## src/source/rv_exec_consts.svh

```systemverilog
// RV64I base encodings only; the APB map decodes 12 address bits, word aligned
`ifndef RV_EXEC_CONSTS_SVH
`define RV_EXEC_CONSTS_SVH

`define XLEN   64
`define APB_AW 12
`define APB_DW 32

// major opcodes kept by the slice
`define OPC_OP_IMM    7'b0010011
`define OPC_OP_IMM_32 7'b0011011
`define OPC_OP        7'b0110011
`define OPC_OP_32     7'b0111011
`define OPC_LUI       7'b0110111
`define OPC_AUIPC     7'b0010111
`define OPC_JAL       7'b1101111
`define OPC_JALR      7'b1100111
`define OPC_BRANCH    7'b1100011

// funct3 for OP, OP-IMM and the W forms
`define F3_ADD  3'b000
`define F3_SL   3'b001
`define F3_SLT  3'b010
`define F3_SLTU 3'b011
`define F3_XOR  3'b100
`define F3_SR   3'b101
`define F3_OR   3'b110
`define F3_AND  3'b111

// funct3 for branches and jalr
`define F3_BEQ  3'b000
`define F3_BNE  3'b001
`define F3_BLT  3'b100
`define F3_BGE  3'b101
`define F3_BLTU 3'b110
`define F3_BGEU 3'b111
`define F3_JALR 3'b000

// apb address map, register i at base + 8*i
`define ADDR_INST      12'h000
`define ADDR_PC_LO     12'h008
`define ADDR_PC_HI     12'h00C
`define ADDR_ILLEGAL   12'h010
`define ADDR_XREG_BASE 12'h100

`endif

```

## src/source/rv_exec_pkg.sv

```systemverilog
// 32-bit instruction formats only; compressed encodings are not described
package rv_exec_pkg;

	typedef struct packed {
		logic [6:0] funct7;
		logic [4:0] rs2;
		logic [4:0] rs1;
		logic [2:0] funct3;
		logic [4:0] rd;
		logic [6:0] opcode;
	} inst_r_t;

	typedef struct packed {
		logic [11:0] imm_11_0;
		logic [4:0]  rs1;
		logic [2:0]  funct3;
		logic [4:0]  rd;
		logic [6:0]  opcode;
	} inst_i_t;

	typedef struct packed {
		logic [6:0] imm_11_5;
		logic [4:0] rs2;
		logic [4:0] rs1;
		logic [2:0] funct3;
		logic [4:0] imm_4_0;
		logic [6:0] opcode;
	} inst_s_t;

	typedef struct packed {
		logic       imm_12;
		logic [5:0] imm_10_5;
		logic [4:0] rs2;
		logic [4:0] rs1;
		logic [2:0] funct3;
		logic [3:0] imm_4_1;
		logic       imm_11;
		logic [6:0] opcode;
	} inst_b_t;

	typedef struct packed {
		logic [19:0] imm_31_12;
		logic [4:0]  rd;
		logic [6:0]  opcode;
	} inst_u_t;

	typedef struct packed {
		logic       imm_20;
		logic [9:0] imm_10_1;
		logic       imm_11;
		logic [7:0] imm_19_12;
		logic [4:0] rd;
		logic [6:0] opcode;
	} inst_j_t;

	// one instruction word, seen through each format
	typedef union packed {
		inst_r_t r;
		inst_i_t i;
		inst_s_t s;
		inst_b_t b;
		inst_u_t u;
		inst_j_t j;
	} inst_u;

	typedef enum logic [4:0] {
		ALU_ZERO, ALU_ADD, ALU_SUB, ALU_SLL, ALU_SLT, ALU_SLTU, ALU_XOR, ALU_SRL,
		ALU_SRA, ALU_OR, ALU_AND, ALU_ADDW, ALU_SUBW, ALU_SLLW, ALU_SRLW, ALU_SRAW,
		ALU_LUI, ALU_BEQ, ALU_BNE, ALU_BLT, ALU_BGE, ALU_BLTU, ALU_BGEU
	} alu_op_e;

	typedef enum logic {
		OP1_REG,
		OP1_PC
	} op1_src_e;

	typedef enum logic [1:0] {
		OP2_REG,
		OP2_IMM,
		OP2_4
	} op2_src_e;

endpackage

```

## src/source/id_stage.sv

```systemverilog
// decodes OP, OP-IMM, W forms, LUI, AUIPC, JAL, JALR and branches; all else is illegal
`include "rv_exec_consts.svh"

module id_stage
	import rv_exec_pkg::*;
(
	input  logic             clk,
	input  logic             rst,
	input  logic             inst_valid,
	input  inst_u            inst,
	output logic             dec_valid,
	output logic [4:0]       rs1_r_addr,
	output logic [4:0]       rs2_r_addr,
	output logic             rd_w_ena,
	output logic [4:0]       rd_w_addr,
	output alu_op_e          alu_op,
	output logic [`XLEN-1:0] imm,
	output op1_src_e         alu_op1_src,
	output op2_src_e         alu_op2_src,
	output logic             branch,
	output logic             jump,
	output logic             pc_src,
	output logic             illegal
);

	logic [6:0] opcode;
	logic [2:0] funct3;
	logic alt;
	logic [`XLEN-1:0] imm_i, imm_b, imm_u, imm_j;

	logic d_rd_w_ena, d_branch, d_jump, d_pc_src, d_illegal;
	alu_op_e d_alu_op;
	logic [`XLEN-1:0] d_imm;
	op1_src_e d_op1;
	op2_src_e d_op2;

	assign opcode = inst.r.opcode;
	assign funct3 = inst.r.funct3;
	// inst[30] picks sub and arithmetic shift
	assign alt = inst.r.funct7[5];

	assign imm_i = {{(`XLEN-12){inst.i.imm_11_0[11]}}, inst.i.imm_11_0};
	assign imm_b = {{(`XLEN-12){inst.b.imm_12}}, inst.b.imm_11, inst.b.imm_10_5,
		inst.b.imm_4_1, 1'b0};
	assign imm_u = {{(`XLEN-32){inst.u.imm_31_12[19]}}, inst.u.imm_31_12, 12'b0};
	assign imm_j = {{(`XLEN-20){inst.j.imm_20}}, inst.j.imm_19_12, inst.j.imm_11,
		inst.j.imm_10_1, 1'b0};

	always_comb begin
		d_rd_w_ena = 1'b0;
		d_branch   = 1'b0;
		d_jump     = 1'b0;
		d_pc_src   = 1'b0;
		d_illegal  = 1'b0;
		d_alu_op   = ALU_ZERO;
		d_imm      = '0;
		d_op1      = OP1_REG;
		d_op2      = OP2_REG;
		case (opcode)
			`OPC_OP_IMM, `OPC_OP: begin
				d_rd_w_ena = 1'b1;
				d_op2      = (opcode == `OPC_OP_IMM) ? OP2_IMM : OP2_REG;
				d_imm      = imm_i;
				case (funct3)
					`F3_ADD:  d_alu_op = (opcode == `OPC_OP && alt) ? ALU_SUB : ALU_ADD;
					`F3_SL:   d_alu_op = ALU_SLL;
					`F3_SLT:  d_alu_op = ALU_SLT;
					`F3_SLTU: d_alu_op = ALU_SLTU;
					`F3_XOR:  d_alu_op = ALU_XOR;
					`F3_SR:   d_alu_op = alt ? ALU_SRA : ALU_SRL;
					`F3_OR:   d_alu_op = ALU_OR;
					`F3_AND:  d_alu_op = ALU_AND;
				endcase
			end
			`OPC_OP_IMM_32, `OPC_OP_32: begin
				d_rd_w_ena = 1'b1;
				d_op2      = (opcode == `OPC_OP_IMM_32) ? OP2_IMM : OP2_REG;
				d_imm      = imm_i;
				case (funct3)
					`F3_ADD: d_alu_op = (opcode == `OPC_OP_32 && alt) ? ALU_SUBW : ALU_ADDW;
					`F3_SL:  d_alu_op = ALU_SLLW;
					`F3_SR:  d_alu_op = alt ? ALU_SRAW : ALU_SRLW;
					default: d_illegal = 1'b1;
				endcase
			end
			`OPC_LUI: begin
				d_rd_w_ena = 1'b1;
				d_op2      = OP2_IMM;
				d_imm      = imm_u;
				d_alu_op   = ALU_LUI;
			end
			`OPC_AUIPC: begin
				d_rd_w_ena = 1'b1;
				d_op1      = OP1_PC;
				d_op2      = OP2_IMM;
				d_imm      = imm_u;
				d_alu_op   = ALU_ADD;
			end
			`OPC_JAL, `OPC_JALR: begin
				// link value pc + 4 through the alu, target built in execute
				d_rd_w_ena = 1'b1;
				d_jump     = 1'b1;
				d_pc_src   = opcode == `OPC_JALR;
				d_op1      = OP1_PC;
				d_op2      = OP2_4;
				d_imm      = (opcode == `OPC_JALR) ? imm_i : imm_j;
				d_alu_op   = ALU_ADD;
				d_illegal  = (opcode == `OPC_JALR) && (funct3 != `F3_JALR);
			end
			`OPC_BRANCH: begin
				d_branch = 1'b1;
				d_imm    = imm_b;
				case (funct3)
					`F3_BEQ:  d_alu_op = ALU_BEQ;
					`F3_BNE:  d_alu_op = ALU_BNE;
					`F3_BLT:  d_alu_op = ALU_BLT;
					`F3_BGE:  d_alu_op = ALU_BGE;
					`F3_BLTU: d_alu_op = ALU_BLTU;
					`F3_BGEU: d_alu_op = ALU_BGEU;
					default:  d_illegal = 1'b1;
				endcase
			end
			default: d_illegal = 1'b1;
		endcase
	end

	// illegal words leave every enable low
	always_ff @(posedge clk) begin
		if (rst) begin
			dec_valid <= 1'b0;
			rd_w_ena  <= 1'b0;
			branch    <= 1'b0;
			jump      <= 1'b0;
			pc_src    <= 1'b0;
			illegal   <= 1'b0;
		end else begin
			dec_valid <= inst_valid;
			if (inst_valid) begin
				rd_w_ena <= d_rd_w_ena & ~d_illegal;
				branch   <= d_branch & ~d_illegal;
				jump     <= d_jump & ~d_illegal;
				pc_src   <= d_pc_src & ~d_illegal;
				illegal  <= d_illegal;
			end
		end
	end

	always_ff @(posedge clk) begin
		if (inst_valid) begin
			rs1_r_addr  <= inst.r.rs1;
			rs2_r_addr  <= inst.r.rs2;
			rd_w_addr   <= inst.r.rd;
			alu_op      <= d_alu_op;
			imm         <= d_imm;
			alu_op1_src <= d_op1;
			alu_op2_src <= d_op2;
		end
	end

endmodule

```

## config.mk

```make
export PLATFORM = sky130hd
export DESIGN_NAME = id_stage
export DESIGN_NICKNAME = d
export VERILOG_FILES = /design/src/source/rv_exec_pkg.sv /design/src/source/id_stage.sv
export VERILOG_INCLUDE_DIRS = /design/src /design/src/source
export SDC_FILE = /design/constraint.sdc
export NUM_CORES = 1
export LEC_CHECK = 0
export ABC_AREA = 1
export BUFFER_PORTS_ARGS = -buffer_cell sky130_fd_sc_hd__buf_2
export CORE_MARGIN = 4
export CORE_UTILIZATION = 37
export CTS_CLUSTER_SIZE = 8
export DETAILED_ROUTE_END_ITERATION = 12
export GPL_TIMING_DRIVEN = 0
export PLACE_DENSITY = 0.65
export SYNTH_ARGS = -nofsm -noshare
export SYNTH_HDL_FRONTEND = slang
export SYNTH_SLANG_ARGS = --single-unit
```

## constraint.sdc

```tcl
create_clock -name clk -period 3 [get_ports clk]
set_clock_uncertainty 0.05 [all_clocks]
set_input_delay 0.6 -clock clk [delete_from_list [all_inputs] [get_ports clk]]
set_output_delay 0.6 -clock clk [all_outputs]
set_load 0.005 [all_outputs]
```

== Word level (Yosys, flattened, before mapping) ==
Index checks and enable logic that the tools add are counted.
Storage, ports and cells
  register bits: 93
  input bits: 35
  output and inout port bits: 93
  logic and storage cells: 70
Cells by class
  equal/unequal tests: 16
  multiplexer cells: 21
  bitwise operators: 5
  reduce and logical (&&, ||, !) cells: 15
Operators with widths (number)
  64-bit case mux with 4 select lines: 1
  5-bit case mux with 8 select lines: 1
  5-bit case mux with 6 select lines: 1
  5-bit case mux with 5 select lines: 1
  7-bit by 5-bit == test with 1-bit output (second input constant): 3
  7-bit by 6-bit == test with 1-bit output (second input constant): 3
  7-bit == test (second input constant): 3
  20-bit 2-to-1 mux: 1
  3-bit == test (second input constant): 4
  4-bit case mux with 3 select lines: 1
  1-bit 2-to-1 mux: 10
  2-bit case mux with 4 select lines: 1
  2-bit OR reduction: 4
  4-bit OR reduction: 2
  8-bit OR reduction: 1
  3-bit by 2-bit == test with 1-bit output (second input constant): 2
  3-bit OR reduction: 2
  6-bit OR reduction: 1
  1-bit AND: 4
  4-bit 2-to-1 mux: 1
  1-bit case mux with 4 select lines: 1
  3-bit by 1-bit == test with 1-bit output (second input constant): 1
  1-bit logical AND: 3
  3-bit logical NOT: 1
  other kinds (4): 4

== Longest topological paths before layout ==
Gate-level depths: netlist (run 1).
  depth after elaboration: 6
  gate-level depth with buffers: 10
  depth with buffers taken out: 10

== Worst setup path before layout (run 1) ==
No wires, ideal clock.
  kind: input to register
  start: input port inst[1] in the netlist's numbering
  end: register imm[12], data pin
  library setup time: 0.275 ns
  arrival time: 1.421 ns
  required time: 2.675 ns
  setup slack: 1.254 ns
  cell stages on the path: 6
  buffers on the path: 0
  cells stage by stage: nand2_1 -> nor2_1 -> nand2_4 -> inv_2 -> a211oi_4 -> o21ai_0
Between the ends
  longest elaborated chain between the ends: 3
  elaborated cells between the ends (all ways): 14
  those cells by class: eq/ne: 9; mux: 2; reduce/logical: 3
Ends and longest elaborated chain
  start: declaration: RTL line id_stage.sv:10  | input inst_u inst,
  7-bit by 5-bit == test with 1-bit output, or another cell as far along: RTL line id_stage.sv:59  | case (opcode)
  4-bit OR reduction (no source line), or another cell as far along
  64-bit case mux with 4 select lines (*): RTL line id_stage.sv:59
  via d_imm[12]: RTL line id_stage.sv:33  | logic [`XLEN-1:0] d_imm;
  end signal: assignment: RTL line id_stage.sv:154  | imm <= d_imm;
  end: declaration: RTL line id_stage.sv:17  | output logic [`XLEN-1:0] imm,
Mark *: on every way through the listed nets, which the timed path passes. The rest lies on a longest branch.
A chain may end at the register's enable or synchronous reset.

== Worst setup path in the final report (run 1) ==
  start: register imm[62]
  end: output port imm[62]
No word-level cell between the ends.

==> run summary, run 1 <==
Outcome - finished, final reports clean
Hold Fails Final Rpt - 0
Max-Cap Viols - 0
Vias in the first global route - 2150
Average size of a mapped cell - 10.84 um2
Die X - 96.12 um
Hpwl dp - 4.966 mm
Core area - 7408 um2
Buf/Inv on CP - 2
Top post-synthesis cells by area - edfxtp_1 (57%), buf_4 (8.4%), nand2_1 (6.3%)
Hold_buf cts - 0
Hold Crit Start - rst
CTS tree - done
H-tree levels - 3
Share of the synthesized area in the top cell type - 57.49%
CTS resizes - 0
CTS max path bufs - 2
Sw frac - 22.26%
Drt total wl - 6.813 mm
Ports - 128
Final setup fails - 0
Wire per inst - 13.44 um
First-pass GRT wire length - 10.37 mm
Initial antenna violation count - 0
Family with the most delay on the worst path - flip-flops
Num CTS Buffers - 9
Placer Congestion - 0.7697
Die Y - 96.12 um
Diodes inserted - 0
Clock group share of total power - 41.6%
Setup CP Type - reg -> out
Worst-margin pin slew - 1.245 ns
Area grow syn2layout - 34.71%
Slew Limit Fails - 0
Die area - 9238 um2
Endpoint class of the critical path - output port
Net load switching power - 0.0004715 W
Post-DRT Antenna Nets - 0
Unrepaired setup endpoints after global routing - false
Drt first-iter violations - 65
Sequential fraction of the synthesis area - 61.67%
TritonCTS Sinks - 61
Syn nets - 300
Final period util - 76.73%
Mapped Area - 2873 um2
Crit path from - imm[62]
Async SR Flop Fraction - 0%
Worst vdd ir - 0.0002706 V
Gr ovfl total - 0
Yosys cell types - 29
Total global-route track usage - 15.25%
Critical Path Start Type - register
Site Rows - 31
Clk root buf - clkbuf_8
Final #Nets - 438
Most used DFF post-synth - edfxtp_1
Cell with the most instances after synthesis - edfxtp_1
Starting Density - 38.78%
Peak Freq - 0.4345 GHz
Clk_lat worst skew - 0.34 ns
Worst EP arrival - 1.65 ns
Final min period - 2.302 ns
Sequential share of power - 47.3%
Setup Buffers After CTS - 0
Worst hold path type - in -> reg
DR vias - 2273
Worst Path Required - 2.35 ns
Internal power - 0.001646 W
Worst rel slew slack - 17.00%
Comb power frac - 11.1%
Setup TNS Final - 0 ns
Post-synth top cells - edfxtp_1 (55), nand2_1 (48), buf_4 (32)
Crit path cell chain - buf_4 > buf_2
I/O Buffers - 127
Layout cell share with drive strength beyond 1 - 49.75%
Tot Pwr - 0.002118 W
Reg clk slew, reported paths - 0.07 ns
CP max stage cell - edfxtp_1
Yosys warning count - 0
Post-synth EDFFs - 55
Router iterations before antenna repair - 4
Pwr dens - 547.3 nW/um2
P_leak - 1.881 nW
Vias per inst - 4.483
Max FO, Critical Path - 33
Largest net degree at the start of global routing - 57
Critical R2R Launch - pc_src
Yosys reg bits - 61
Area leader, netlist - edfxtp_1
DRC - 0
Post-Syn Instances - 265
Max incr delay on CP - 0.97 ns
per-stage QoR:
step | utilization, % | hold slack, ns | instances | setup WS, ns | instance area (um2)
floorplan | - | 0.4054 | 265 | 1.254 | 2873
global placement | 49.03 | 0.3980 | 491 | 0.4836 | 3632
detailed placement | 49.03 | 0.4164 | 491 | 0.4304 | 3632
CTS | 52.24 | 0.3683 | 507 | 0.6635 | 3870
global route | 52.24 | 0.3696 | 507 | 0.5474 | 3870
finish | 52.24 | 0.3845 | 507 | 0.6982 | 3870
cell usage in the layout, fill, tap and decap left out, drive strengths merged:
| cell type | instances |
|---|---|
| dfxtp | 6 |
| o2111ai | 1 |
| nor2 | 28 |
| inv | 32 |
| edfxtp | 55 |
| a211oi | 1 |
| clkinv | 3 |
| bufinv | 3 |
| nand4 | 2 |
| nand2 | 54 |
| o21ai | 28 |
| a22oi | 2 |
| o221ai | 1 |
| o21a | 1 |
| clkbuf | 10 |
| a21oi | 8 |
| nand3 | 10 |
| clkinvlp | 1 |
| o211ai | 1 |
| buf | 161 |
layout make-up:
| cell class | instances | area (um2) |
|---|---|---|
| clock inverters | 7 | 113.9 |
| repair buffers | 127 | 635.6 |
| clock buffers | 9 | 123.9 |
| well taps | 99 | 123.9 |
| plain buffers | 35 | 260.3 |
| flip-flops and latches | 61 | 1772 |
| fillers | 695 | 3538 |
| multi-input cells | 137 | 718.2 |
| inverters | 32 | 122.6 |
sequential cells by signal, indices dropped and copies added (netlist names):
| name | cells |
|---|---|
| imm | 32 |
| alu_op | 5 |
| rd_w_addr | 5 |
| rs1_r_addr | 5 |
| rs2_r_addr | 5 |
| alu_op2_src | 2 |
| alu_op1_src | 1 |
| branch | 1 |
| dec_valid | 1 |
| illegal | 1 |
| jump | 1 |
| pc_src | 1 |
| rd_w_ena | 1 |
layer usage:
layer | up-vias | routed length (um) | global-route usage [%]
li1 | 1139 | - | -
met1 | 1029 | 2706 | 17.33
met2 | 95 | 3392 | 26.39
met3 | 10 | 625 | 5.160
met4 | 0 | 89 | 5.687
met5 | - | 0 | 0
path summary, 6_finish.rpt:
check        endpoint  slack (ns)  cells past startpoint
max           imm[62]        0.70                      2
min           illegal        0.38                      2
min reg2reg   illegal        0.43                      2
max reg2reg    pc_src        2.28                      2
power by group through the flow:
stage / Sequential [W] / Combinational (W) / Clock [W]
finish: 0.00100 / 0.000236 / 0.000881
CTS: 0.00100 / 0.000240 / 0.000897
global placement: 0.00102 / 0.000237 / 0
floorplan: 0.00103 / 0.0000932 / 0
global route: 0.00101 / 0.000265 / 0.000944
detailed placement: 0.00102 / 0.000240 / 0
cell families (layout without fill, tap and decap cells):
group	Yosys count	after routing	share of synthesized area [%]
flops	61	61	61.67
buf+inv	67	210	13.33
simple gates	94	94	14.29
compound gates	43	43	10.71
No activity file was read; power rests on OpenSTA's default activity.
==> run 2: changes to the inputs <==
Settings changed: PLACE_DENSITY 0.65 to 0.68.
Clock period 3 ns to 2.1 ns, I/O delays scaled along.
==> run 2 against run 1 <==
Routed wire length fell by 1.2%. Clock power up 16%. Utilization down 0.41 points. Non-clock buffer count up 2. Worst hold slack worse by 0.17 ns. First-iteration DRC count rose by 55%. Total power rose by 32%. Combinational power increased by 49%. Sequential power rose by 42%. Register-to-register slack worse by 0.91 ns. Final cell count grew 0.39%. Via count grew 0.44%. Largest cell class unchanged.
==> run summary, run 2 (same netlist as run 1, synthesis figures left out) <==
Worst hold path type - in -> reg
Num CTS Buffers - 9 (unchanged)
CTS tree - done
H-tree levels - 3 (unchanged)
Core area - 7408 um2 (unchanged)
Placer Congestion - 0.8453 (+9.8%)
Clk_lat worst skew - 0.34 ns (about the same)
Met1 GRT Util - 16.71% (-0.62 points)
Hpwl dp - 5.071 mm (+2.1%)
Final setup fails - 0 (unchanged)
TritonCTS Sinks - 61 (unchanged)
Fill cell count - 653 (-6.0%)
Ports - 128 (unchanged)
Worst slack, placed - -0.2863 ns (-0.7167 ns)
Met2 usage - 25.70% (-0.69 points)
Die area - 9238 um2 (unchanged)
Reg clk slew, reported paths - 0.07 ns (about the same)
Final period util - 80.76%
Max FFs per register - 32 (unchanged)
Drt first-iter violations - 101 (+55%)
Die X - 96.12 um (unchanged)
Initial antenna violation count - 0 (unchanged)
Critical Path Sink - pc_src
Endpoint class of the critical path - register
DR vias - 2283 (+0.44%)
Worst Path Required - 2.31 ns (-0.04 ns)
DRC - 0 (unchanged)
Routing usage on met3 - 4.535% (-0.63 points)
Wire per inst - 13.22 um (-1.6%)
R2R Path End - pc_src
Total global-route track usage - 14.84% (-0.41 points)
Worst-margin pin slew - 0.7490 ns (-0.4960 ns)
Peak Freq - 0.5896 GHz
Setup TNS Final - 0 ns (unchanged)
I/O Buffers - 127 (unchanged)
Slew Limit Fails - 0 (unchanged)
Area grow syn2layout - 33.67%
Largest reg by FF count - imm
Unrepaired setup endpoints after global routing - false
Gr ovfl total - 0 (unchanged)
Post-DRT Antenna Nets - 0 (unchanged)
Layout cell share with drive strength beyond 1 - 50.49% (+0.73 points)
Most frequent cells in the layout - buf_2 (127), edfxtp_1 (55), nand2_1 (48), buf_4 (34), inv_1 (27)
Site Rows - 31 (unchanged)
Largest net degree at the start of global routing - 57 (unchanged)
Reg2reg path depth - 2 (unchanged)
Post-layout util - 51.83% (-0.41 points)
Final #Nets - 440 (+0.46%)
Setup CP Type - in -> reg
P_leak - 1.875 nW (-0.29%)
Diodes inserted - 0 (unchanged)
Final min period - 1.696 ns
Max-Cap Viols - 0 (unchanged)
First-pass GRT wire length - 10.32 mm (-0.53%)
Die Y - 96.12 um (unchanged)
Global route hottest layer - met2
Critical Path Start Type - input pin
Drt total wl - 6.729 mm (-1.2%)
Most common cell after layout, fill and taps aside - buf_2
CTS max path bufs - 2 (unchanged)
Worst rel slew slack - 50.07% (+33 points)
Router iterations before antenna repair - 5 (+1)
Pwr dens - 726.2 nW/um2 (+33%)
Vias in the first global route - 2120 (-1.4%)
Setup ws final - 0.4040 ns (-0.2942 ns)
Max FO, Critical Path - 56 (+70%)
Starting Density - 38.78% (unchanged)
Vias per inst - 4.485 (about the same)
Hold Fails Final Rpt - 0 (unchanged)
Clk root buf - clkbuf_8
Crit path from - inst_valid
Hold Crit Start - rst
Worst EP arrival - 1.91 ns (+0.26 ns)
Outcome - finished, final reports clean
Worst R2R Setup Slack - 1.37 ns (-0.91 ns)
Worst vdd ir - 0.0003164 V (+17%)
Critical R2R Launch - pc_src
run 2: cell count changes in the layout (fill, tap and decap cells not counted), sizes merged:
cell and change:
buf +1, bufinv -2, clkbuf +1, clkinv +2
run 2: power by group:
| part | switching, W | internal [W] |
|---|---|---|
| Combinational | 0.000183 | 0.000168 |
| Sequential | 0.0000175 | 0.00140 |
| Clock | 0.000478 | 0.000541 |
run 2: cell type report:
cell class | instances | area (um2) | share of cell area [%]
buffer | 35 | 260.3 | 6.777
clock buffer | 9 | 123.9 | 3.226
clock inverter | 7 | 66.31 | 1.727
inverter | 32 | 122.6 | 3.193
multi-input combinational | 137 | 718.2 | 18.70
sequential | 61 | 1772 | 46.14
tap | 99 | 123.9 | 3.226
timing repair buffer | 129 | 653.1 | 17.01
run 2: per-stage QoR:
step | area (um2) | power, W | cells | hold WS [ns]
6_report | 3840 | 0.002789 | 509 | 0.2105
5_1_grt | 3840 | 0.002910 | 509 | 0.2065
3_3_place_gp | 3632 | 0.001792 | 491 | 0.3970
2_1_floorplan | 2873 | 0.001601 | 265 | 0.4054
4_1_cts | 3830 | 0.002816 | 508 | 0.1967
3_5_place_dp | 3632 | 0.001802 | 491 | 0.4074
run 2: how the worst min path moves through the flow:
stage / cells past startpoint / endpoint
2_1_floorplan: 2 / illegal
3_3_place_gp: 2 / illegal
3_5_place_dp: 2 / illegal
4_1_cts: 2 / illegal
5_1_grt: 1 / rs2_r_addr[1]
6_report: 2 / illegal
run 2: critical path, stage by stage:
cell	delay, ns
clkbuf_4	0.59
clkbuf_1	0.34
inv_1	0.13
nor2_1	0.14
nand3_1	0.09
a22oi_1	0.18
run 2: timing repair:
| action | in CTS | in global routing |
|---|---|---|
| gates resized for setup | 0 | 1 |
| endpoints found under the setup margin | 32 | 16 |
| hold buffers | 0 | 0 |
| setup buffers | 1 | 1 |
run 2: layer usage:
metal | share of wire (%) | wire length (um)
met5 | 0 | 0
met4 | 1.5 | 101
met3 | 10 | 683
met2 | 49 | 3330
met1 | 39 | 2614
==> run 3: changes to the inputs <==
Settings changed: ABC_AREA 1 to 0, PLACE_DENSITY 0.68 to 0.67.
Clock period 2.1 ns to 1.4 ns, I/O delays scaled along.
==> run 3 against run 2 <==
The flow now finishes with violations (setup timing). Clock power rose by 52%. Utilization rose by 2.2 points. Sequential cell count did not move. Synthesized cell count fell by 10%. Critical endpoint is now imm[53].
==> run summary, run 3 <==
Clk root buf - clkbuf_8
Drt first-iter violations - 89 (-12%)
Num CTS Buffers - 9 (unchanged)
Fill cell count - 692 (+6.0%)
CP max stage cell - edfxtp_1
Max-Cap Viols - 0 (unchanged)
Setup ws final - -0.1127 ns (-0.5168 ns)
Area grow syn2layout - 42.49%
Layout cell share with drive strength beyond 1 - 55.47% (+5.0 points)
Unrepaired setup endpoints after global routing - true
Wire per inst - 15.39 um (+16%)
Max incr delay on CP - 0.42 ns (-0.17 ns)
Placed cell areas - 3742 um2 (+3.0%)
Die area - 9415 um2 (+1.9%)
Hpwl dp - 5.287 mm (+4.3%)
Diodes inserted - 0 (unchanged)
Gr ovfl total - 0 (unchanged)
Most frequent cells in the layout - buf_2 (121), edfxtp_1 (55), buf_4 (41), nand2_1 (23), a21o_1 (15)
Area leader, netlist - edfxtp_1
Ports - 128 (unchanged)
Endpoint class of the critical path - output port
Reg2reg path depth - 2 (unchanged)
Final setup fails - 32 (+32)
Cell depth of the worst hold path - 1 (-1)
Cell with the most instances after synthesis - edfxtp_1
Yosys reg bits - 61 (unchanged)
Hold Fails Final Rpt - 0 (unchanged)
Largest reg by FF count - imm
Final Instance Area - 4179 um2 (+8.8%)
Outcome - finished, violations left
Post-layout util - 54.08% (+2.2 points)
Crit path cell chain - buf_6 > buf_4 > buf_2
Yosys warning count - 0 (unchanged)
Max FFs per register - 32 (unchanged)
Share of the synthesized area in the top cell type - 56.31% (-1.2 points)
Top post-synthesis cells by area - edfxtp_1 (56%), buf_4 (8.2%), dfxtp_1 (4.1%)
CTS max path bufs - 2 (unchanged)
Post-synth top cells - edfxtp_1 (55), buf_4 (32), nand2_1 (27)
Max FO, Critical Path - 16 (-71%)
Hold WS - 0.08669 ns (-0.1238 ns)
Mapped Area - 2933 um2 (+2.1%)
CTS tree - done
DRC - 0 (unchanged)
Most common cell after layout, fill and taps aside - buf_2
Buf/Inv on CP - 3 (unchanged)
Post-Syn Instances - 238 (-10%)
CP Depth - 3 (-3)
Final #Nets - 423 (-3.9%)
Vias in the first global route - 2417 (+14%)
Worst rel slew slack - 64.96% (+15 points)
Largest net degree at the start of global routing - 57 (unchanged)
Worst-margin pin slew - 0.5256 ns (-0.2234 ns)
Family with the most delay on the worst path - buffers and inverters
Post-synth EDFFs - 55 (unchanged)
DR vias - 2395 (+4.9%)
Average size of a mapped cell - 12.32 um2 (+14%)
I/O Buffers - 125 (-1.6%)
Worst hold path type - in -> reg
Vias per inst - 4.838 (+7.9%)
Syn nets - 273 (-9.0%)
Drt total wl - 7.619 mm (+13%)
Router iterations before antenna repair - 4 (-1)
Sequential fraction of the synthesis area - 60.41% (-1.3 points)
Post-DRT Antenna Nets - 0 (unchanged)
Worst Path Required - 1.07 ns (-1.24 ns)
Violated checks - setup timing
TritonCTS Sinks - 61 (unchanged)
Most used DFF post-synth - edfxtp_1
Clk_lat worst skew - 0.33 ns (about the same)
Critical Path Start Type - register
Total global-route track usage - 15.94% (+1.1 points)
Die X - 97.03 um (+0.95%)
Final period util - 108.1%
Placer Congestion - 0.8594 (+1.7%)
Die Y - 97.03 um (+0.95%)
Final min period - 1.513 ns
Core area - 7727 um2 (+4.3%)
Setup CP Type - reg -> out
Pwr dens - 1028 nW/um2 (+42%)
Peak Freq - 0.6611 GHz
Reg clk slew, reported paths - 0.07 ns (about the same)
Starting Density - 37.95% (-0.82 points)
Hold_buf cts - 0 (unchanged)
Async SR Flop Fraction - 0% (unchanged)
First-pass GRT wire length - 11.94 mm (+16%)
Worst vdd ir - 0.0005020 V (+59%)
H-tree levels - 3 (unchanged)
Slew Limit Fails - 0 (unchanged)
Worst EP arrival - 1.18 ns (-0.73 ns)
Site Rows - 32 (+3.2%)
Yosys cell types - 50 (+72%)
P_leak - 1.968 nW (+4.9%)
Initial antenna violation count - 0 (unchanged)
run 3: through the flow:
| stage | TNS, ns | power, W | worst slack, ns | instances |
|---|---|---|---|---|
| final | -3.343 | 0.004296 | -0.1127 | 495 |
| after global routing | -5.368 | 0.004512 | -0.1780 | 495 |
| after CTS | -4.252 | 0.004324 | -0.1299 | 492 |
| after detailed placement | -39.27 | 0.002737 | -0.7528 | 465 |
| after global placement | -36.37 | 0.002726 | -0.7102 | 465 |
| after floorplan | -1.328 | 0.002428 | -0.1161 | 238 |
run 3: kinds of logic after synthesis:
family | Yosys count | share of synthesized area [%]
buf+inv | 47 | 10.49
compound gates | 57 | 14.63
flops | 61 | 60.41
simple gates | 72 | 14.12
mux | 1 | 0.3413
run 3: power by group:
| part | total [W] | switching [W] | internal (W) |
|---|---|---|---|
| Clock | 0.00155 | 0.000719 | 0.000830 |
| Combinational | 0.000622 | 0.000305 | 0.000318 |
| Sequential | 0.00213 | 0.0000263 | 0.00210 |
run 3: final cells by class:
type	instances	area [um2]	share of cell area, %
plain buffers	42	327.8	7.844
clock buffers	9	123.9	2.964
clock inverters	7	73.82	1.766
inverters	5	18.77	0.4491
multi-input cells	130	955.9	22.87
flip-flops and latches	61	1772	42.40
well taps	102	127.6	3.054
repair buffers	139	779.5	18.65
run 3: worst register-to-register path, cell delays in order, from the launching register on:
cell and delay (ns):
dfxtp_1 0.31, nor3b_1 0.13, a41o_1 0.21
run 3: repair_timing:
item                       CTS  global route
setup buffers               10             3
setup endpoints to repair   57            57
gates cloned                 1             0
pin swaps                    4             4
gates resized for setup     14            20
hold endpoints to repair     0             0
run 3: worst paths after layout:
| path | endpoint | from | slack [ns] |
|---|---|---|---|
| min reg2reg | branch | branch | 0.43 |
| min | rs1_r_addr[3] | inst[18] | 0.09 |
| max reg2reg | rd_w_ena | rd_w_ena | 0.60 |
| max | imm[53] | imm[62] | -0.11 |
run 3: layer usage:
metal	vias up	track usage (%)	share of wire (%)
met4	0	6.156	1.6
met3	13	6.705	9.0
met5	-	0	0
met2	114	27.55	51
li1	1161	-	-
met1	1107	17.27	39
