===== src/source/rv_exec_consts.svh =====
// RV64I base encodings only; the APB map decodes 12 address bits, word aligned
`ifndef RV_EXEC_CONSTS_SVH
`define RV_EXEC_CONSTS_SVH

`define XLEN   64
`define APB_AW 12
`define APB_DW 32

// major opcodes kept by the slice
`define OPC_OP_IMM    7'b0010011
`define OPC_OP_IMM_32 7'b0011011
`define OPC_OP        7'b0110011
`define OPC_OP_32     7'b0111011
`define OPC_LUI       7'b0110111
`define OPC_AUIPC     7'b0010111
`define OPC_JAL       7'b1101111
`define OPC_JALR      7'b1100111
`define OPC_BRANCH    7'b1100011

// funct3 for OP, OP-IMM and the W forms
`define F3_ADD  3'b000
`define F3_SL   3'b001
`define F3_SLT  3'b010
`define F3_SLTU 3'b011
`define F3_XOR  3'b100
`define F3_SR   3'b101
`define F3_OR   3'b110
`define F3_AND  3'b111

// funct3 for branches and jalr
`define F3_BEQ  3'b000
`define F3_BNE  3'b001
`define F3_BLT  3'b100
`define F3_BGE  3'b101
`define F3_BLTU 3'b110
`define F3_BGEU 3'b111
`define F3_JALR 3'b000

// apb address map, register i at base + 8*i
`define ADDR_INST      12'h000
`define ADDR_PC_LO     12'h008
`define ADDR_PC_HI     12'h00C
`define ADDR_ILLEGAL   12'h010
`define ADDR_XREG_BASE 12'h100

`endif


===== src/source/rv_exec_pkg.sv =====
// 32-bit instruction formats only; compressed encodings are not described
package rv_exec_pkg;

	typedef struct packed {
		logic [6:0] funct7;
		logic [4:0] rs2;
		logic [4:0] rs1;
		logic [2:0] funct3;
		logic [4:0] rd;
		logic [6:0] opcode;
	} inst_r_t;

	typedef struct packed {
		logic [11:0] imm_11_0;
		logic [4:0]  rs1;
		logic [2:0]  funct3;
		logic [4:0]  rd;
		logic [6:0]  opcode;
	} inst_i_t;

	typedef struct packed {
		logic [6:0] imm_11_5;
		logic [4:0] rs2;
		logic [4:0] rs1;
		logic [2:0] funct3;
		logic [4:0] imm_4_0;
		logic [6:0] opcode;
	} inst_s_t;

	typedef struct packed {
		logic       imm_12;
		logic [5:0] imm_10_5;
		logic [4:0] rs2;
		logic [4:0] rs1;
		logic [2:0] funct3;
		logic [3:0] imm_4_1;
		logic       imm_11;
		logic [6:0] opcode;
	} inst_b_t;

	typedef struct packed {
		logic [19:0] imm_31_12;
		logic [4:0]  rd;
		logic [6:0]  opcode;
	} inst_u_t;

	typedef struct packed {
		logic       imm_20;
		logic [9:0] imm_10_1;
		logic       imm_11;
		logic [7:0] imm_19_12;
		logic [4:0] rd;
		logic [6:0] opcode;
	} inst_j_t;

	// one instruction word, seen through each format
	typedef union packed {
		inst_r_t r;
		inst_i_t i;
		inst_s_t s;
		inst_b_t b;
		inst_u_t u;
		inst_j_t j;
	} inst_u;

	typedef enum logic [4:0] {
		ALU_ZERO, ALU_ADD, ALU_SUB, ALU_SLL, ALU_SLT, ALU_SLTU, ALU_XOR, ALU_SRL,
		ALU_SRA, ALU_OR, ALU_AND, ALU_ADDW, ALU_SUBW, ALU_SLLW, ALU_SRLW, ALU_SRAW,
		ALU_LUI, ALU_BEQ, ALU_BNE, ALU_BLT, ALU_BGE, ALU_BLTU, ALU_BGEU
	} alu_op_e;

	typedef enum logic {
		OP1_REG,
		OP1_PC
	} op1_src_e;

	typedef enum logic [1:0] {
		OP2_REG,
		OP2_IMM,
		OP2_4
	} op2_src_e;

endpackage


===== src/source/apb_inst_port.sv =====
// APB3 slave; one instruction in flight, high halves are staged until the low write
`include "rv_exec_consts.svh"

module apb_inst_port
	import rv_exec_pkg::*;
(
	input  logic               clk,
	input  logic               rst,
	input  logic [`APB_AW-1:0] paddr,
	input  logic               psel,
	input  logic               penable,
	input  logic               pwrite,
	input  logic [`APB_DW-1:0] pwdata,
	output logic [`APB_DW-1:0] prdata,
	output logic               pready,
	output logic               pslverr,
	input  logic               done,
	input  logic               illegal,
	input  logic [`XLEN-1:0]   host_reg_rdata,
	input  logic [`XLEN-1:0]   pc,
	input  logic [`APB_DW-1:0] illegal_count,
	output logic               inst_valid,
	output inst_u              inst,
	output logic               host_reg_we,
	output logic [4:0]         host_reg_addr,
	output logic [`XLEN-1:0]   host_wdata,
	output logic               host_pc_we
);

	logic access;
	logic a_inst, a_pc_lo, a_pc_hi, a_ill, a_xreg;
	logic inst_wr;
	logic mapped;
	logic busy;
	logic [`APB_DW-1:0] stage_hi;

	assign access = psel & penable;

	// address map
	assign a_inst  = paddr == `ADDR_INST;
	assign a_pc_lo = paddr == `ADDR_PC_LO;
	assign a_pc_hi = paddr == `ADDR_PC_HI;
	assign a_ill   = paddr == `ADDR_ILLEGAL;
	assign a_xreg  = ({paddr[11:8], 8'h00} == `ADDR_XREG_BASE) && (paddr[1:0] == 2'b00);
	assign inst_wr = a_inst & pwrite;
	assign mapped  = inst_wr | a_pc_lo | a_pc_hi | a_xreg | (a_ill & ~pwrite);

	// launch only in the first access cycle
	assign inst_valid = access & inst_wr & ~busy;
	assign inst       = pwdata;

	assign host_reg_addr = paddr[7:3];
	assign host_wdata    = {stage_hi, pwdata};
	assign host_reg_we   = access & pwrite & a_xreg & ~paddr[2];
	assign host_pc_we    = access & pwrite & a_pc_lo;

	always_ff @(posedge clk) begin
		if (rst) begin
			busy     <= 1'b0;
			stage_hi <= '0;
		end else begin
			if (inst_valid) begin
				busy <= 1'b1;
			end else if (done) begin
				busy <= 1'b0;
			end
			// high half waits for the matching low write
			if (access && pwrite && ((a_xreg && paddr[2]) || a_pc_hi)) begin
				stage_hi <= pwdata;
			end
		end
	end

	// instruction writes stall until the result stage is done
	assign pready  = access & (inst_wr ? (busy & done) : 1'b1);
	assign pslverr = access & (inst_wr ? (busy & done & illegal) : ~mapped);

	always_comb begin
		prdata = '0;
		if (a_pc_lo) begin
			prdata = pc[31:0];
		end else if (a_pc_hi) begin
			prdata = pc[`XLEN-1:32];
		end else if (a_ill) begin
			prdata = illegal_count;
		end else if (a_xreg) begin
			prdata = paddr[2] ? host_reg_rdata[`XLEN-1:32] : host_reg_rdata[31:0];
		end
	end

endmodule


===== config.mk =====
export PLATFORM = sky130hd
export DESIGN_NAME = apb_inst_port
export DESIGN_NICKNAME = d
export VERILOG_FILES = /design/src/source/rv_exec_pkg.sv /design/src/source/apb_inst_port.sv
export VERILOG_INCLUDE_DIRS = /design/src /design/src/source
export SDC_FILE = /design/constraint.sdc
export NUM_CORES = 1
export LEC_CHECK = 0
export CAP_MARGIN = 20
export CORE_AREA = 5 5 132 134
export DETAILED_ROUTE_END_ITERATION = 8
export DIE_AREA = 0 0 137 139
export DONT_BUFFER_PORTS = 1
export PLACE_DENSITY = 0.46
export SYNTH_ARGS = -nofsm -noshare
export SYNTH_HDL_FRONTEND = slang
export SYNTH_SLANG_ARGS = --single-unit

===== constraint.sdc =====
create_clock -name clk -period 3.65 [get_ports clk]
set_input_delay 0.5475 -clock clk [delete_from_list [all_inputs] [get_ports clk]]
set_output_delay 0.5475 -clock clk [all_outputs]
set_load 0.05 [all_outputs]

# ---- Yosys cells after proc, flatten, opt, wreduce, memory -nomap -nowiden
# Index checks and enable logic that the tools add are counted.
dict set report classes {
  mux 9
  n_reduce_logical 8
  n_bitwise 21
  n_eq_ne 4
}
# operator count
set ops {}
lappend ops {{two-way mux 32 bit} 5}
lappend ops {{== test 12 x 4 -> 1 bit (second input constant)} 2}
lappend ops {{bitwise AND 1 bit} 13}
lappend ops {{== test 12 x 5 -> 1 bit (second input constant)} 1}
lappend ops {{logical NOT 12 bit} 1}
lappend ops {{== test 4 x 1 -> 1 bit (second input constant)} 1}
lappend ops {{logical AND 1 bit} 4}
lappend ops {{two-way mux 1 bit} 4}
lappend ops {{inverter 1 bit} 4}
lappend ops {{bitwise OR 1 bit} 4}
lappend ops {{logical NOT 2 bit} 1}
lappend ops {{nonzero test 2 bit} 1}
lappend ops {{logical OR 1 bit} 1}
dict set report word_totals {
  word_cells 44
  output_inout_bits 138
  register_bits 33
  in_bits 211
}

# ---- Logic depth before layout (Yosys ltp)
# Gate-level depths: netlist of the first run.
dict set report logic_depth {
  depth_word 9
  depth_mapped 7
  mapped_depth_nobuf 4
}

# ---- Worst setup path before layout of the first run
# Ideal clock, no wire load.
dict set report synth_timing {
  path_type {input to output}
  from {input port paddr[11]}
  to {output port prdata[17]}
  stages 7
  arrival_ns 2.631
  required_time_ns 3.102
  setup_slack_ns 0.471
  n_path_buf 3
  path_cell_list {or4_4 -> buf_6 -> nor4_2 -> buf_4 -> buf_6 -> a211oi_1 -> a21oi_1}
}
dict set report synth_between {
  elab_chain_len 6
  elab_cells_between_ends 9
  classes_between {4 x eq/ne; 4 x mux; 1 x reduce/logical}
}
# item line
set synth_rtl {}
lappend synth_rtl {{start: declaration} apb_inst_port.sv:9} ;# input logic [`APB_AW-1:0] paddr,
lappend synth_rtl {{== test 4 x 1 -> 1 bit (no line)} --}
lappend synth_rtl {{logical AND 1 bit} apb_inst_port.sv:44} ;# assign a_xreg = ({paddr[11:8], 8'h00} == `ADDR_XREG_BASE) && (paddr[1:0] == 2'b00);
lappend synth_rtl {{two-way mux 32 bit} apb_inst_port.sv:86} ;# end else if (a_xreg) begin
lappend synth_rtl {{two-way mux 32 bit} apb_inst_port.sv:84} ;# end else if (a_ill) begin
lappend synth_rtl {{two-way mux 32 bit} apb_inst_port.sv:82} ;# end else if (a_pc_hi) begin
lappend synth_rtl {{two-way mux 32 bit (*)} apb_inst_port.sv:80} ;# if (a_pc_lo) begin
lappend synth_rtl {{end: declaration} apb_inst_port.sv:14} ;# output logic [`APB_DW-1:0] prdata,
# Every way passes the cells marked *; elsewhere a longest branch is shown, timed or not.

# ---- Final worst setup path of the first run
dict set report layout_timing {
  from {input port paddr[11]}
  to {output port inst_valid}
}
dict set report layout_between {
  elab_chain_len 4
}
# item line
set layout_rtl {}
lappend layout_rtl {{logical NOT 12 bit (no line)} --}
lappend layout_rtl {{bitwise AND 1 bit} apb_inst_port.sv:45} ;# assign inst_wr = a_inst & pwrite;
lappend layout_rtl {{bitwise AND 1 bit (2 in a row)} apb_inst_port.sv:49} ;# assign inst_valid = access & inst_wr & ~busy;
lappend layout_rtl {{end: declaration} apb_inst_port.sv:22} ;# output logic inst_valid,
# No other way between the ends.

==> results of run 1 <==
-- power by group through the flow --
| stage | clock network, W | logic (W) | registers, W |
|---|---|---|---|
| after CTS | 0.000421 | 0.000122 | 0.000362 |
| after global placement | 0 | 0.000120 | 0.000369 |
| after floorplan | 0 | 0.000328 | 0.000369 |
| after detailed placement | 0 | 0.000122 | 0.000369 |
| final | 0.000402 | 0.000121 | 0.000362 |
| after global routing | 0.000433 | 0.000133 | 0.000361 |
-- worst register-to-register path, stage by stage, from the launching register on --
cell,delay [ns]
sky130_fd_sc_hd__dfxtp_1,0.64
sky130_fd_sc_hd__nand2b_1,0.11
sky130_fd_sc_hd__mux2i_1,0.15
-- synthesized netlist by cell type, types with 5 or more instances --
cell / n
sky130_fd_sc_hd__mux2i_1: 92
sky130_fd_sc_hd__a21oi_1: 33
sky130_fd_sc_hd__buf_4: 74
sky130_fd_sc_hd__a211oi_1: 29
sky130_fd_sc_hd__dfxtp_1: 33
sky130_fd_sc_hd__nand2_1: 7
sky130_fd_sc_hd__buf_6: 5
sky130_fd_sc_hd__buf_2: 10
sky130_fd_sc_hd__nand2b_1: 68
sky130_fd_sc_hd__clkbuf_1: 13
sky130_fd_sc_hd__nor3_1: 34
-- layout by cell type (no fill, tap or decap), drive strengths merged, types with 2 or more instances in the layout --
cell type / n
clkbuf: 7
a211oi: 29
a21oi: 33
a32o: 2
a31oi: 2
nor3: 34
nor4b: 2
nand2: 7
mux2i: 92
nand2b: 68
nor2: 3
nor4: 2
nor3b: 2
buf: 41
dfxtp: 33
nand3: 2
or4: 2
mux2: 2
-- area by class of cell --
cell class	instances	area share, %
Multi-Input combinational cell	291	61.16
Sequential cell	33	18.33
Timing Repair Buffer	41	8.886
Tap cell	220	7.636
Clock buffer	7	3.679
Clock inverter	1	0.2083
Inverter	1	0.1041
-- sequential cells by signal (all words and copies together) (netlist names) --
name	flops
busy	1
stage_hi	32
-- per-stage QoR --
| stage | std cells | cell area, um^2 |
|---|---|---|
| finish | 594 | 3605 |
| global route | 594 | 3605 |
| CTS | 594 | 3605 |
| detailed placement | 586 | 3465 |
| global placement | 586 | 3465 |
| floorplan | 429 | 3570 |
-- metal layers --
layer	share of wire, %	global-route usage (%)	vias to the layer above
met2	54	21.74	197
met4	2.2	3.729	0
li1	-	-	1337
met5	0	0	-
met1	32	10.20	1293
met3	11	3.447	14
-- cell families after synthesis --
family                 synth area share, %
AND/OR/NAND/NOR                      21.80
AO/OA/AOI/OAI                        13.04
flip-flops                           18.51
multiplexers                         26.43
buffers and inverters                20.22
-- path summary, 6_finish.rpt --
kind,cells after the start,slack (ns),end,start
setup reg to reg,2,2.67,stage_hi[31],stage_hi[31]
setup / recovery,4,0.74,inst_valid,paddr[11]
hold / removal,1,0.34,busy,rst
hold reg to reg,2,0.48,busy,busy
==> results.txt, run 1 <==
- The run finished with clean final reports.
* P per Cell Area: about 250 nW/um^2
* Setup Buffers After CTS: 0
* Total number of vias: about 2,800
- Number of placement rows: between 40 and 50
* Standby leakage power: about 1.3 nW
- Sum of net half-perimeters after detailed placement: between 9000 and 10,000 um
- Number of antenna-violating nets in the routed design: 0
* Design internal power: slightly below 0.0007 W
- The post-route netlist has 15.24% of its cells at a drive strength greater than 1.
* Post-layout worst setup margin: 0.7369 ns
- The worst path in the final design needs a cycle of 2.913 ns, including I/O delays and setup.
- CP required: roughly 3.1 ns
- Top cell type's share of synthesized area: between 20% and 30%
- The synthesized design contains 0 enable-type register cells.
- The H-tree was split into 2 levels.
- Most common flop cell mapped by yosys: sky130_fd_sc_hd__dfxtp_1
* Number of CTS-inserted buffers: 5
- Number of top-level pins: around 350
* Post-route clock period utilization: around four fifths
* Relative slew margins: approximately 55%
- Overall die area: between 15,000 and 20,000 um^2
* Crit path arrival time: roughly 2.4 ns
* Least-Margin Pin Slew: 0.6772 ns
* Total area of multi-input combinational cells: roughly 2200 um^2
* Synth area leaders: sky130_fd_sc_hd__mux2i_1 26%, sky130_fd_sc_hd__dfxtp_1 19%, sky130_fd_sc_hd__buf_4 16%
* Post-route DRC: 0
- Sw power: around 0.00021 W
* Ant diodes: 0
- Register cell area after layout: between 600 and 700 um^2
- Gates resized during post-CTS repair numbered 0.
- Along the worst path, the maximum fanout reaches 5.
- The total area inside the core boundary comes to about 16,000 um^2.
* Share of synthesized flip-flops with an asynchronous set or reset: 0%
* WL per Instance: roughly 20 um
- Worst vdd ir: between 0.2 and 0.25 mV
- The floorplan step set the die width to between 100 and 150 um.
- After technology mapping, the gate count stands at between 400 and 500.
- Vias per inst: 4.783
- Wire length of the first global-routing pass: around 16,000 um
- Portion of total power attributed to the clock network: around 45%
- Initial Utilization: between 20 and 25%
* Yosys reg bits: 33
- The net count of the finished layout is 584.
- The clock net in this run drives a total of 33 sinks.
- Before antenna repair, the detailed router went through 4 iterations.
* Total congestion overflow: 0
- After clock tree synthesis, the clock-pin slew on the worst setup and hold paths is about 0.05 ns.
* Post-synth top area cell: sky130_fd_sc_hd__mux2i_1
- Pre-CTS setup slack: around 0.56 ns
* DRC marker count from the first detailed-route iteration: 73
- After filler insertion, the fill cell instance count of the layout stands at 1,779.
- Endpoint type of the worst setup path: output pin
- Clock tree synthesis selected as its root buffer the cell sky130_fd_sc_hd__clkbuf_16.
- The routed design has 11,770 um of wire.
- Mean instance size in the synthesized netlist: about 8.3 um^2
- The final hold violation count is 0.
- Unrepaired setup endpoints after global routing: false
- At the end of routability-driven placement, the weighted congestion stood at 0.7743.
- The path class of the tightest hold or removal check is in2reg.
- Skew-Pair Late Insertion Delay: between 0.2 and 0.3 ns
- Traced cell by cell, the critical path runs through or4_4 > nor3_1 > nand3_1 > inv_1.
* Max Cap Violations: 0
- Logic pwr share: between 10% and 20%
- Entering global routing, the biggest net connects between 70 and 80 pins.
* Post-Synthesis Net Count: 640
* CTS tree: done
* Final hold slack: 0.3428 ns
- The number of different library cells used by synthesis comes to 36.
* Critical path type: in2out
- Critical Path Start Type: input pin
- Mapped Area: 3570 um^2
* Share of the yosys chip area belonging to registers: between 10% and 20%
- The die is between 100 and 150 um tall.
- Fmax achieved: between 0.3 and 0.4 GHz
- Worst-case clock skew: 0 ns
- Initial antenna violation count: 0
- Sw Share: a little under a quarter
- The number of max-slew violations in the final report is 0.
- The slowest stage of the critical path is the sky130_fd_sc_hd__or4_4 cell.
- At the end of the flow the core is filled with cells to between 20 and 25%.
- Grouping stages by cell kind, the critical path spends the most delay in simple AND/OR/NAND/NOR gates.
- Setup violations remaining at the end of the flow were counted as 0.
* Area grow syn2layout: 0.9815%
- GR Util All Layers: a little over a tenth
- The clock passes through at most 2 buffers.
* Number of buffer cells added on primary ports: 0
- The number of global-route vias before repair came to 2,887.
- Overall Power: slightly below 0.0009 W
- The number of buffers and inverters on the critical path is 1.
- For this run, the number of Yosys warnings is 0.
* Final TNS setup: 0 ns
* Hold buffer count at CTS: 0
* Relative contribution of sequential cells to total power: between 40% and 50%
* Maximum single-stage delay on the critical path: 0.62 ns
Note: power is estimated with default switching activity, not from simulation.
==> run 2: changes to the inputs <==
--- a/config.mk
+++ b/config.mk
@@ -11,7 +11,7 @@
 export DETAILED_ROUTE_END_ITERATION = 8
 export DIE_AREA = 0 0 137 139
 export DONT_BUFFER_PORTS = 1
-export PLACE_DENSITY = 0.46
+export PLACE_DENSITY = 0.47
 export SYNTH_ARGS = -nofsm -noshare
 export SYNTH_HDL_FRONTEND = slang
 export SYNTH_SLANG_ARGS = --single-unit
==> constraint.sdc (replaced) <==
create_clock -name clk -period 2.6 [get_ports clk]
set_input_delay 0.39 -clock clk [delete_from_list [all_inputs] [get_ports clk]]
set_output_delay 0.39 -clock clk [all_outputs]
set_load 0.05 [all_outputs]
==> run 2 against run 1 <==
Setup slack got worse by 0.64 ns. Via count rose by 1.7%. Sequential power rose by 40%. Count of clock-buffer cells in the layout did not move. Total power rose by 49%. Clock skew did not move. Die area did not move. Clock power rose by 54%. Critical path depth rose by 2. Combinational power rose by 60%. Final cell count rose by 1.7%. Critical endpoint is now prdata[28]. Largest power group unchanged.
==> results.txt, run 2 (synthesis results as in run 1) <==
- Maximum single-stage delay on the critical path: 0.56 ns (-0.06 ns)
* Endpoint type of the worst setup path: output pin
* Post-route clock period utilization: between 90% and 100%
- The number of max-slew violations in the final report is 0 (unchanged).
- Vias per inst: 4.785 (about the same)
- The floorplan core area is 16,170 um^2 (unchanged).
- Overall Power: 0.001320 W (+49%)
- Leaving out fill and tap cells, the most frequent cell in the layout is sky130_fd_sc_hd__mux2i_1.
- Worst-case clock skew: 0 ns (unchanged)
* CTS tree: done
- The worst setup path is of the in2out kind.
* Hold violation total from the final report: 0 (unchanged)
- The tree is rooted in a sky130_fd_sc_hd__clkbuf_16.
* Result of the run: finished, final reports clean
* Max FFs per register: 32 (unchanged)
* Worst vdd ir: 0.3559 mV (+72%)
* P per Cell Area: 308.3 nW/um^2 (+26%)
- Portion of total power attributed to the clock network: 46.9% (+1.5 points)
- Sw Share: 23.20% (-0.059 points)
- The final net count was 594 (+1.7%).
- Fraction of final layout cells with drive strength greater than 1: 26.56% (+11 points)
* Total congestion overflow: 0 (unchanged)
- The number of standard cells in the layout, taps in and fillers out was 604 (+1.7%).
* Number of top-level pins: 349 (unchanged)
- The switching power was 0.0003061 W (+49%).
* DRC marker count from the first detailed-route iteration: 83 (+14%)
* Number of placement rows: 47 (unchanged)
- Crit path cell chain: or4_4 > nor4b_4 > buf_12 > a211oi_1 > a21oi_2 > buf_12
* Final setup violation count: 0 (unchanged)
- The number of global-route vias before repair is 3,132 (+8.5%).
* Initial Utilization: 22.07% (unchanged)
- Cell count of the worst reg-to-reg path: 2 (unchanged)
- The filler cell count is 1,699 (-4.5%).
- The startpoint identified for the worst register-to-register timing path is stage_hi[2].
- The worst hold path stage count came to 1 (unchanged).
* Relative contribution of sequential cells to total power: 38.5% (-2.4 points)
* Leading cell types in the layout, fill and taps excluded: 92 x sky130_fd_sc_hd__mux2i_1, 68 x sky130_fd_sc_hd__nand2b_1, 37 x sky130_fd_sc_hd__buf_12, 34 x sky130_fd_sc_hd__nor3_1, 33 x sky130_fd_sc_hd__dfxtp_1
* Final TNS setup: 0 ns (unchanged)
- Final critical path time including I/O delays and setup: around 2.5 ns
* Endpoint of the lowest-slack register-to-register path: stage_hi[2]
* Number of antenna-violating nets in the routed design: 0 (unchanged)
- Worst setup slack for register-to-register paths: 1.63 ns (-1.04 ns)
- The slew of the pin with the lowest slew margin is 0.6008 ns (-0.07643 ns).
- Crit path arrival time: 2.12 ns (-0.25 ns)
- Standby leakage power: 1.493 nW (+12%)
- In this run the most critical hold path is launched from rst.
- Buffer depth of the longest clock path: 2 (unchanged)
- Critical-path cell with the highest stage delay: sky130_fd_sc_hd__or4_4
- Relative slew margins: 59.70% (+5.2 points)
* Y dimension of the die: 139 um (unchanged)
- The count of maximum capacitance violations is 0 (unchanged).
- DP Cell Count: 595 (+1.5%)
- Unrepaired setup endpoints after global routing: true
- Ranked by flip-flop count, first place goes to stage_hi.
* H-tree lvl count: 2 (unchanged)
* CP required: 2.21 ns (-0.89 ns)
* Overall die area: 19,040 um^2 (unchanged)
- Post-route DRC: 0 (unchanged)
* Fmax achieved: ~0.4 GHz
* Iteration count of the initial detailed-routing pass: 4 (unchanged)
* Floorplan die width: 137 um (unchanged)
* Number of buffer cells added on primary ports: 0 (unchanged)
* Initial antenna violation count: 1 (+1)
- The wire length of the first global-routing pass was 18,300 um (+12%).
- The critical-path maximum fanout came to 47 (+42).
* Ant diodes: 0 (unchanged)
* Number of CTS-inserted buffers: 5 (unchanged)
* Wirelength, routed: 12,740 um (+8.3%)
* Sum of net half-perimeters after detailed placement: 10,480 um (+5.9%)
- For hold timing, the worst endpoint is busy.
- Counting stages on the worst path, the most repeated cell is sky130_fd_sc_hd__buf_12.
- Total number of vias: 2,890 (+1.7%)
* Number of sinks handled by clock tree synthesis: 33 (unchanged)
* HP Class: in2reg
- The proportion of power drawn by combinational gates was 14.6% (+0.9 points).
- Clock-pin slew of the registers on the worst-case setup and hold paths: 0.05 ns (about the same)
- GR Util All Layers: 12.32% (+1.4 points)
* Skew-Pair Late Insertion Delay: 0.28 ns (about the same)
* Largest registers: stage_hi x32, busy x1
- Critical Path Start Type: input pin
- Largest net degree at the start of global routing: 72 (unchanged)
* WL per Instance: 21.10 um (+6.5%)
* Design internal power: 0.001013 W (+49%)
- Area grow syn2layout: 19.91%
- GP Congestion: 0.7909 (+2.1%)
-- run 2: changes by cell type in the layout (fill, tap and decap cells not counted), moves of 2 or more --
cell and change:
sky130_fd_sc_hd__clkbuf_8 +2, sky130_fd_sc_hd__a21oi_1 -31, sky130_fd_sc_hd__a21oi_2 +31, sky130_fd_sc_hd__buf_4 -26, sky130_fd_sc_hd__buf_12 +36, sky130_fd_sc_hd__clkbuf_1 -2
-- run 2: final cells by class --
class	count	area (um^2)	share of cell area (%)
clock buffer	7	152.6	3.566
clock inverter	1	5.005	0.1169
inverter	1	3.754	0.08769
multi-input combinational	291	2337	54.60
sequential	33	660.6	15.43
tap	220	275.3	6.431
timing repair buffer	51	845.8	19.76
-- run 2: per-stage QoR --
stage / instance area, um^2 / util, % / setup WS, ns / hold WS [ns]
2_1_floorplan: 3699 / - / -0.05496 / 0.4631
3_3_place_gp: 4111 / 25.42 / -0.01064 / 0.4663
3_5_place_dp: 4111 / 25.42 / -0.02305 / 0.4698
4_1_cts: 4280 / 26.47 / 0.05746 / 0.1684
5_1_grt: 4280 / 26.47 / -0.003391 / 0.1709
6_report: 4280 / 26.47 / 0.09446 / 0.1793
-- run 2: power groups by stage --
stage                     sequential (W)  combinational (W)  clock, W
after floorplan                 0.000518           0.000471         0
after global placement          0.000519           0.000191         0
after detailed placement        0.000519           0.000194         0
after CTS                       0.000508           0.000195  0.000646
after global routing            0.000507           0.000209  0.000672
final                           0.000508           0.000193  0.000619
-- run 2: what timing repair did --
item                                    4_1_cts  5_1_grt
pin swaps                                     1        0
endpoints found under the setup margin        2        1
hold buffers                                  0        0
setup buffers                                 1        0
gates resized for setup                       1        0
-- run 2: worst max-delay path by stage --
stage                   to  cells after the start       from  slack [ns]
6_report        prdata[28]                      6  paddr[11]        0.09
5_1_grt         prdata[28]                      6  paddr[11]      -0.003
4_1_cts         prdata[28]                      6  paddr[11]        0.06
3_5_place_dp    prdata[28]                      6   paddr[7]       -0.02
3_3_place_gp    prdata[28]                      6   paddr[7]       -0.01
2_1_floorplan  host_reg_we                      5  paddr[11]       -0.05
-- run 2: per-layer routing --
layer	global-route usage [%]	up-vias	part of all wire, %
li1	-	1358	-
met1	12.07	1287	32
met2	23.99	230	54
met3	4.463	13	13
met4	2.994	2	1.2
met5	0	-	0.055
-- run 2: critical path: cells and delay by family --
kind / cells / cell delay, ns
simple gates: 2 / 0.91
buf+inv: 2 / 0.44
compound gates: 2 / 0.34
==> run 3: changes to the inputs <==
--- a/config.mk
+++ b/config.mk
@@ -11,6 +11,7 @@
 export DETAILED_ROUTE_END_ITERATION = 8
 export DIE_AREA = 0 0 137 139
 export DONT_BUFFER_PORTS = 1
+export MAX_ROUTING_LAYER = met4
 export PLACE_DENSITY = 0.47
 export SYNTH_ARGS = -nofsm -noshare
 export SYNTH_HDL_FRONTEND = slang
==> run 3 against run 2 <==
Hold slack improved by 0.0014 ns. Total power shrank 0.18%. Clock power about the same. Non-clock buffer count unchanged. Critical endpoint unchanged.
==> results.txt, run 3 (synthesis results as in run 1) <==
- Total congestion overflow: 0 (unchanged)
* Largest net degree at the start of global routing: 72 (unchanged)
- The post-route DRC violation count came to 0 (unchanged).
- The number of placed I/O pins was 349 (unchanged).
* Wire length of the first global-routing pass: 18,290 um (about the same)
* Standby leakage power: 1.493 nW (about the same)
- Critical path type: in2out
- Hold violation total from the final report: 0 (unchanged)
- GR Util All Layers: 12.66% (+0.34 points)
* Initial antenna violation count: 1 (unchanged)
- The critical path arrival came to 2.12 ns (about the same).
- stage_hi holds more flip-flops than any other register.
- Number of fill cells in the layout: 1,699 (unchanged)
- The number of global-route vias before repair was 3,137 (+0.16%).
* Combined buffer and inverter count along the critical path: 2 (unchanged)
* Final #Nets: 594 (unchanged)
- H-tree lvl count: 2 (unchanged)
- Total number of vias: 2,906 (+0.55%)
- Buffer depth of the longest clock path: 2 (unchanged)
- The CTS buffer count was 5 (unchanged).
- The overall power consumption was 0.001317 W (-0.18%).
* Largest registers: stage_hi x32, busy x1
- Least-Margin Pin Slew: 0.6006 ns (-0.0002401 ns)
- The number of rows in the core area is 47 (unchanged).
- Maximum single-stage delay on the critical path: 0.56 ns (about the same)
* Endpoint type of the worst setup path: output pin
* Routed wl met2: 6730 um (-1.5%)
- Register cell area after layout: 660.6 um^2 (unchanged)
- The flip-flop count of the largest register after layout came to 32 (unchanged).
- Result of the run: finished, final reports clean
* Floorplan die width: 137 um (unchanged)
* Total area of multi-input combinational cells: 2337 um^2 (unchanged)
- Fraction of final layout cells with drive strength greater than 1: 26.56% (unchanged)
- Area grow syn2layout: 19.98% (about the same)
* Iteration count of the initial detailed-routing pass: 4 (unchanged)
- Met1 wire length: 4197 um (+1.5%)
- Most common cell after layout, fill and taps aside: sky130_fd_sc_hd__mux2i_1
- CP required: 2.21 ns (about the same)
* Final setup violation count: 0 (unchanged)
* Design internal power: 0.001013 W (about the same)
- The vertical die dimension came to 139 um (unchanged).
- Met3 Wirelength: 1630 um (+1.6%)
- Worst Path Max Fanout: 47 (unchanged)
* Leading cell types in the layout, fill and taps excluded: 92 x sky130_fd_sc_hd__mux2i_1, 68 x sky130_fd_sc_hd__nand2b_1, 37 x sky130_fd_sc_hd__buf_12, 34 x sky130_fd_sc_hd__nor3_1, 33 x sky130_fd_sc_hd__dfxtp_1
* Post-route clock period utilization: 96.39% (about the same)
- TritonCTS built the clock tree.
- The initial cell density of the core was 22.07% (unchanged).
* Crit path cell chain: or4_4 > nor4b_4 > buf_12 > a211oi_1 > a21oi_2 > buf_12
* Crit-path leading delay family: simple AND/OR/NAND/NOR gates
- Sum of net half-perimeters after detailed placement: 10,480 um (unchanged)
- P per Cell Area: 307.6 nW/um^2 (-0.23%)
- The worst setup path is launched from an input pin.
- The count of buffers from port buffering was 0 (unchanged).
- Sw power: 0.0003039 W (-0.73%)
* Wirelength, routed: 12,760 um (+0.15%)
* Final critical path time including I/O delays and setup: 2.506 ns (+0.0006315 ns)
* Skew-Pair Late Insertion Delay: 0.28 ns (about the same)
- Max Cap Violations: 0 (unchanged)
- Worst vdd ir: 0.3558 mV (about the same)
- The proportion of power drawn by combinational gates is 14.6% (about the same).
* Clock tree root driver cell: sky130_fd_sc_hd__clkbuf_16
- Clock-pin slew of the registers on the worst-case setup and hold paths: 0.05 ns (about the same)
* Number of antenna-violating nets in the routed design: 0 (unchanged)
- The iteration-0 DRC count of the detailed router came to 64 (-23%).
- Worst-case clock skew: 0 ns (unchanged)
* Share of the core filled with cells in the final layout: 26.48% (about the same)
- Sw Share: 23.07% (-0.13 points)
- The count of hold-fix buffers inserted at cts came to 0 (unchanged).
* Final count of pins violating max slew: 0 (unchanged)
* GP Congestion: 0.8031 (+1.5%)
- Critical-path cell with the highest stage delay: sky130_fd_sc_hd__or4_4
* Fmax achieved: 0.3990 GHz (about the same)
* Uppermost signal routing layer after detailed routing: met4
* Overall die area: 19,040 um^2 (unchanged)
- Unrepaired setup endpoints after global routing: true
* Relative contribution of sequential cells to total power: 38.6% (about the same)
- The relative contribution of the clock network to total power was 46.8% (about the same).
- The mean routed wirelength per cell came to 21.09 um (about the same).
* HP Class: in2reg
* Core Footprint: 16,170 um^2 (unchanged)
* Library cell appearing most often on the critical path: sky130_fd_sc_hd__buf_12
- Vias per inst: 4.803 (+0.39%)
- Number of sinks handled by clock tree synthesis: 33 (unchanged)
- Relative slew margins: 59.72% (about the same)
-- run 3: final timing paths --
check / start / endpoint / slack [ns] / cells after the start
max: paddr[11] / prdata[28] / 0.09 / 6
max reg2reg: stage_hi[2] / stage_hi[2] / 1.63 / 2
min: rst / busy / 0.18 / 1
min reg2reg: busy / busy / 0.48 / 2
-- run 3: power by group through the flow --
stage / combinational (W) / clock, W / sequential, W
after global routing: 0.000209 / 0.000672 / 0.000507
after CTS: 0.000195 / 0.000646 / 0.000508
after floorplan: 0.000471 / 0 / 0.000518
after global placement: 0.000191 / 0 / 0.000519
final: 0.000193 / 0.000617 / 0.000508
after detailed placement: 0.000194 / 0 / 0.000519
-- run 3: per-layer routing --
| metal | GRT usage (%) | up-vias |
|---|---|---|
| met5 | - | - |
| met4 | 3.361 | 0 |
| met3 | 4.354 | 15 |
| met2 | 23.68 | 224 |
| met1 | 12.20 | 1309 |
| li1 | - | 1358 |
-- run 3: cell type report --
type | instances | area share [%]
Antenna cell | 1 | 0.05843
Tap cell | 220 | 6.427
Inverter | 1 | 0.08764
Clock buffer | 7 | 3.564
Sequential cell | 33 | 15.43
Clock inverter | 1 | 0.1169
Multi-Input combinational cell | 291 | 54.57
Timing Repair Buffer | 51 | 19.75
-- run 3: per-stage QoR --
stage	setup TNS (ns)	hold slack [ns]	cells	worst slack, ns	cell area (um^2)
after global routing	-0.003693	0.1693	605	-0.003693	4283
after CTS	0	0.1684	604	0.05746	4280
after detailed placement	-0.03059	0.4698	595	-0.02305	4111
final	0	0.1807	605	0.09383	4283
after floorplan	-0.05669	0.4631	429	-0.05496	3699
after global placement	-0.01193	0.4663	595	-0.01064	4111
-- run 3: timing repair --
item | CTS | global route
pin swaps | 1 | 0
resized for setup | 1 | 0
cloned | 0 | 0
endpoints found under the setup margin | 2 | 1
buffers inserted | 1 | 0
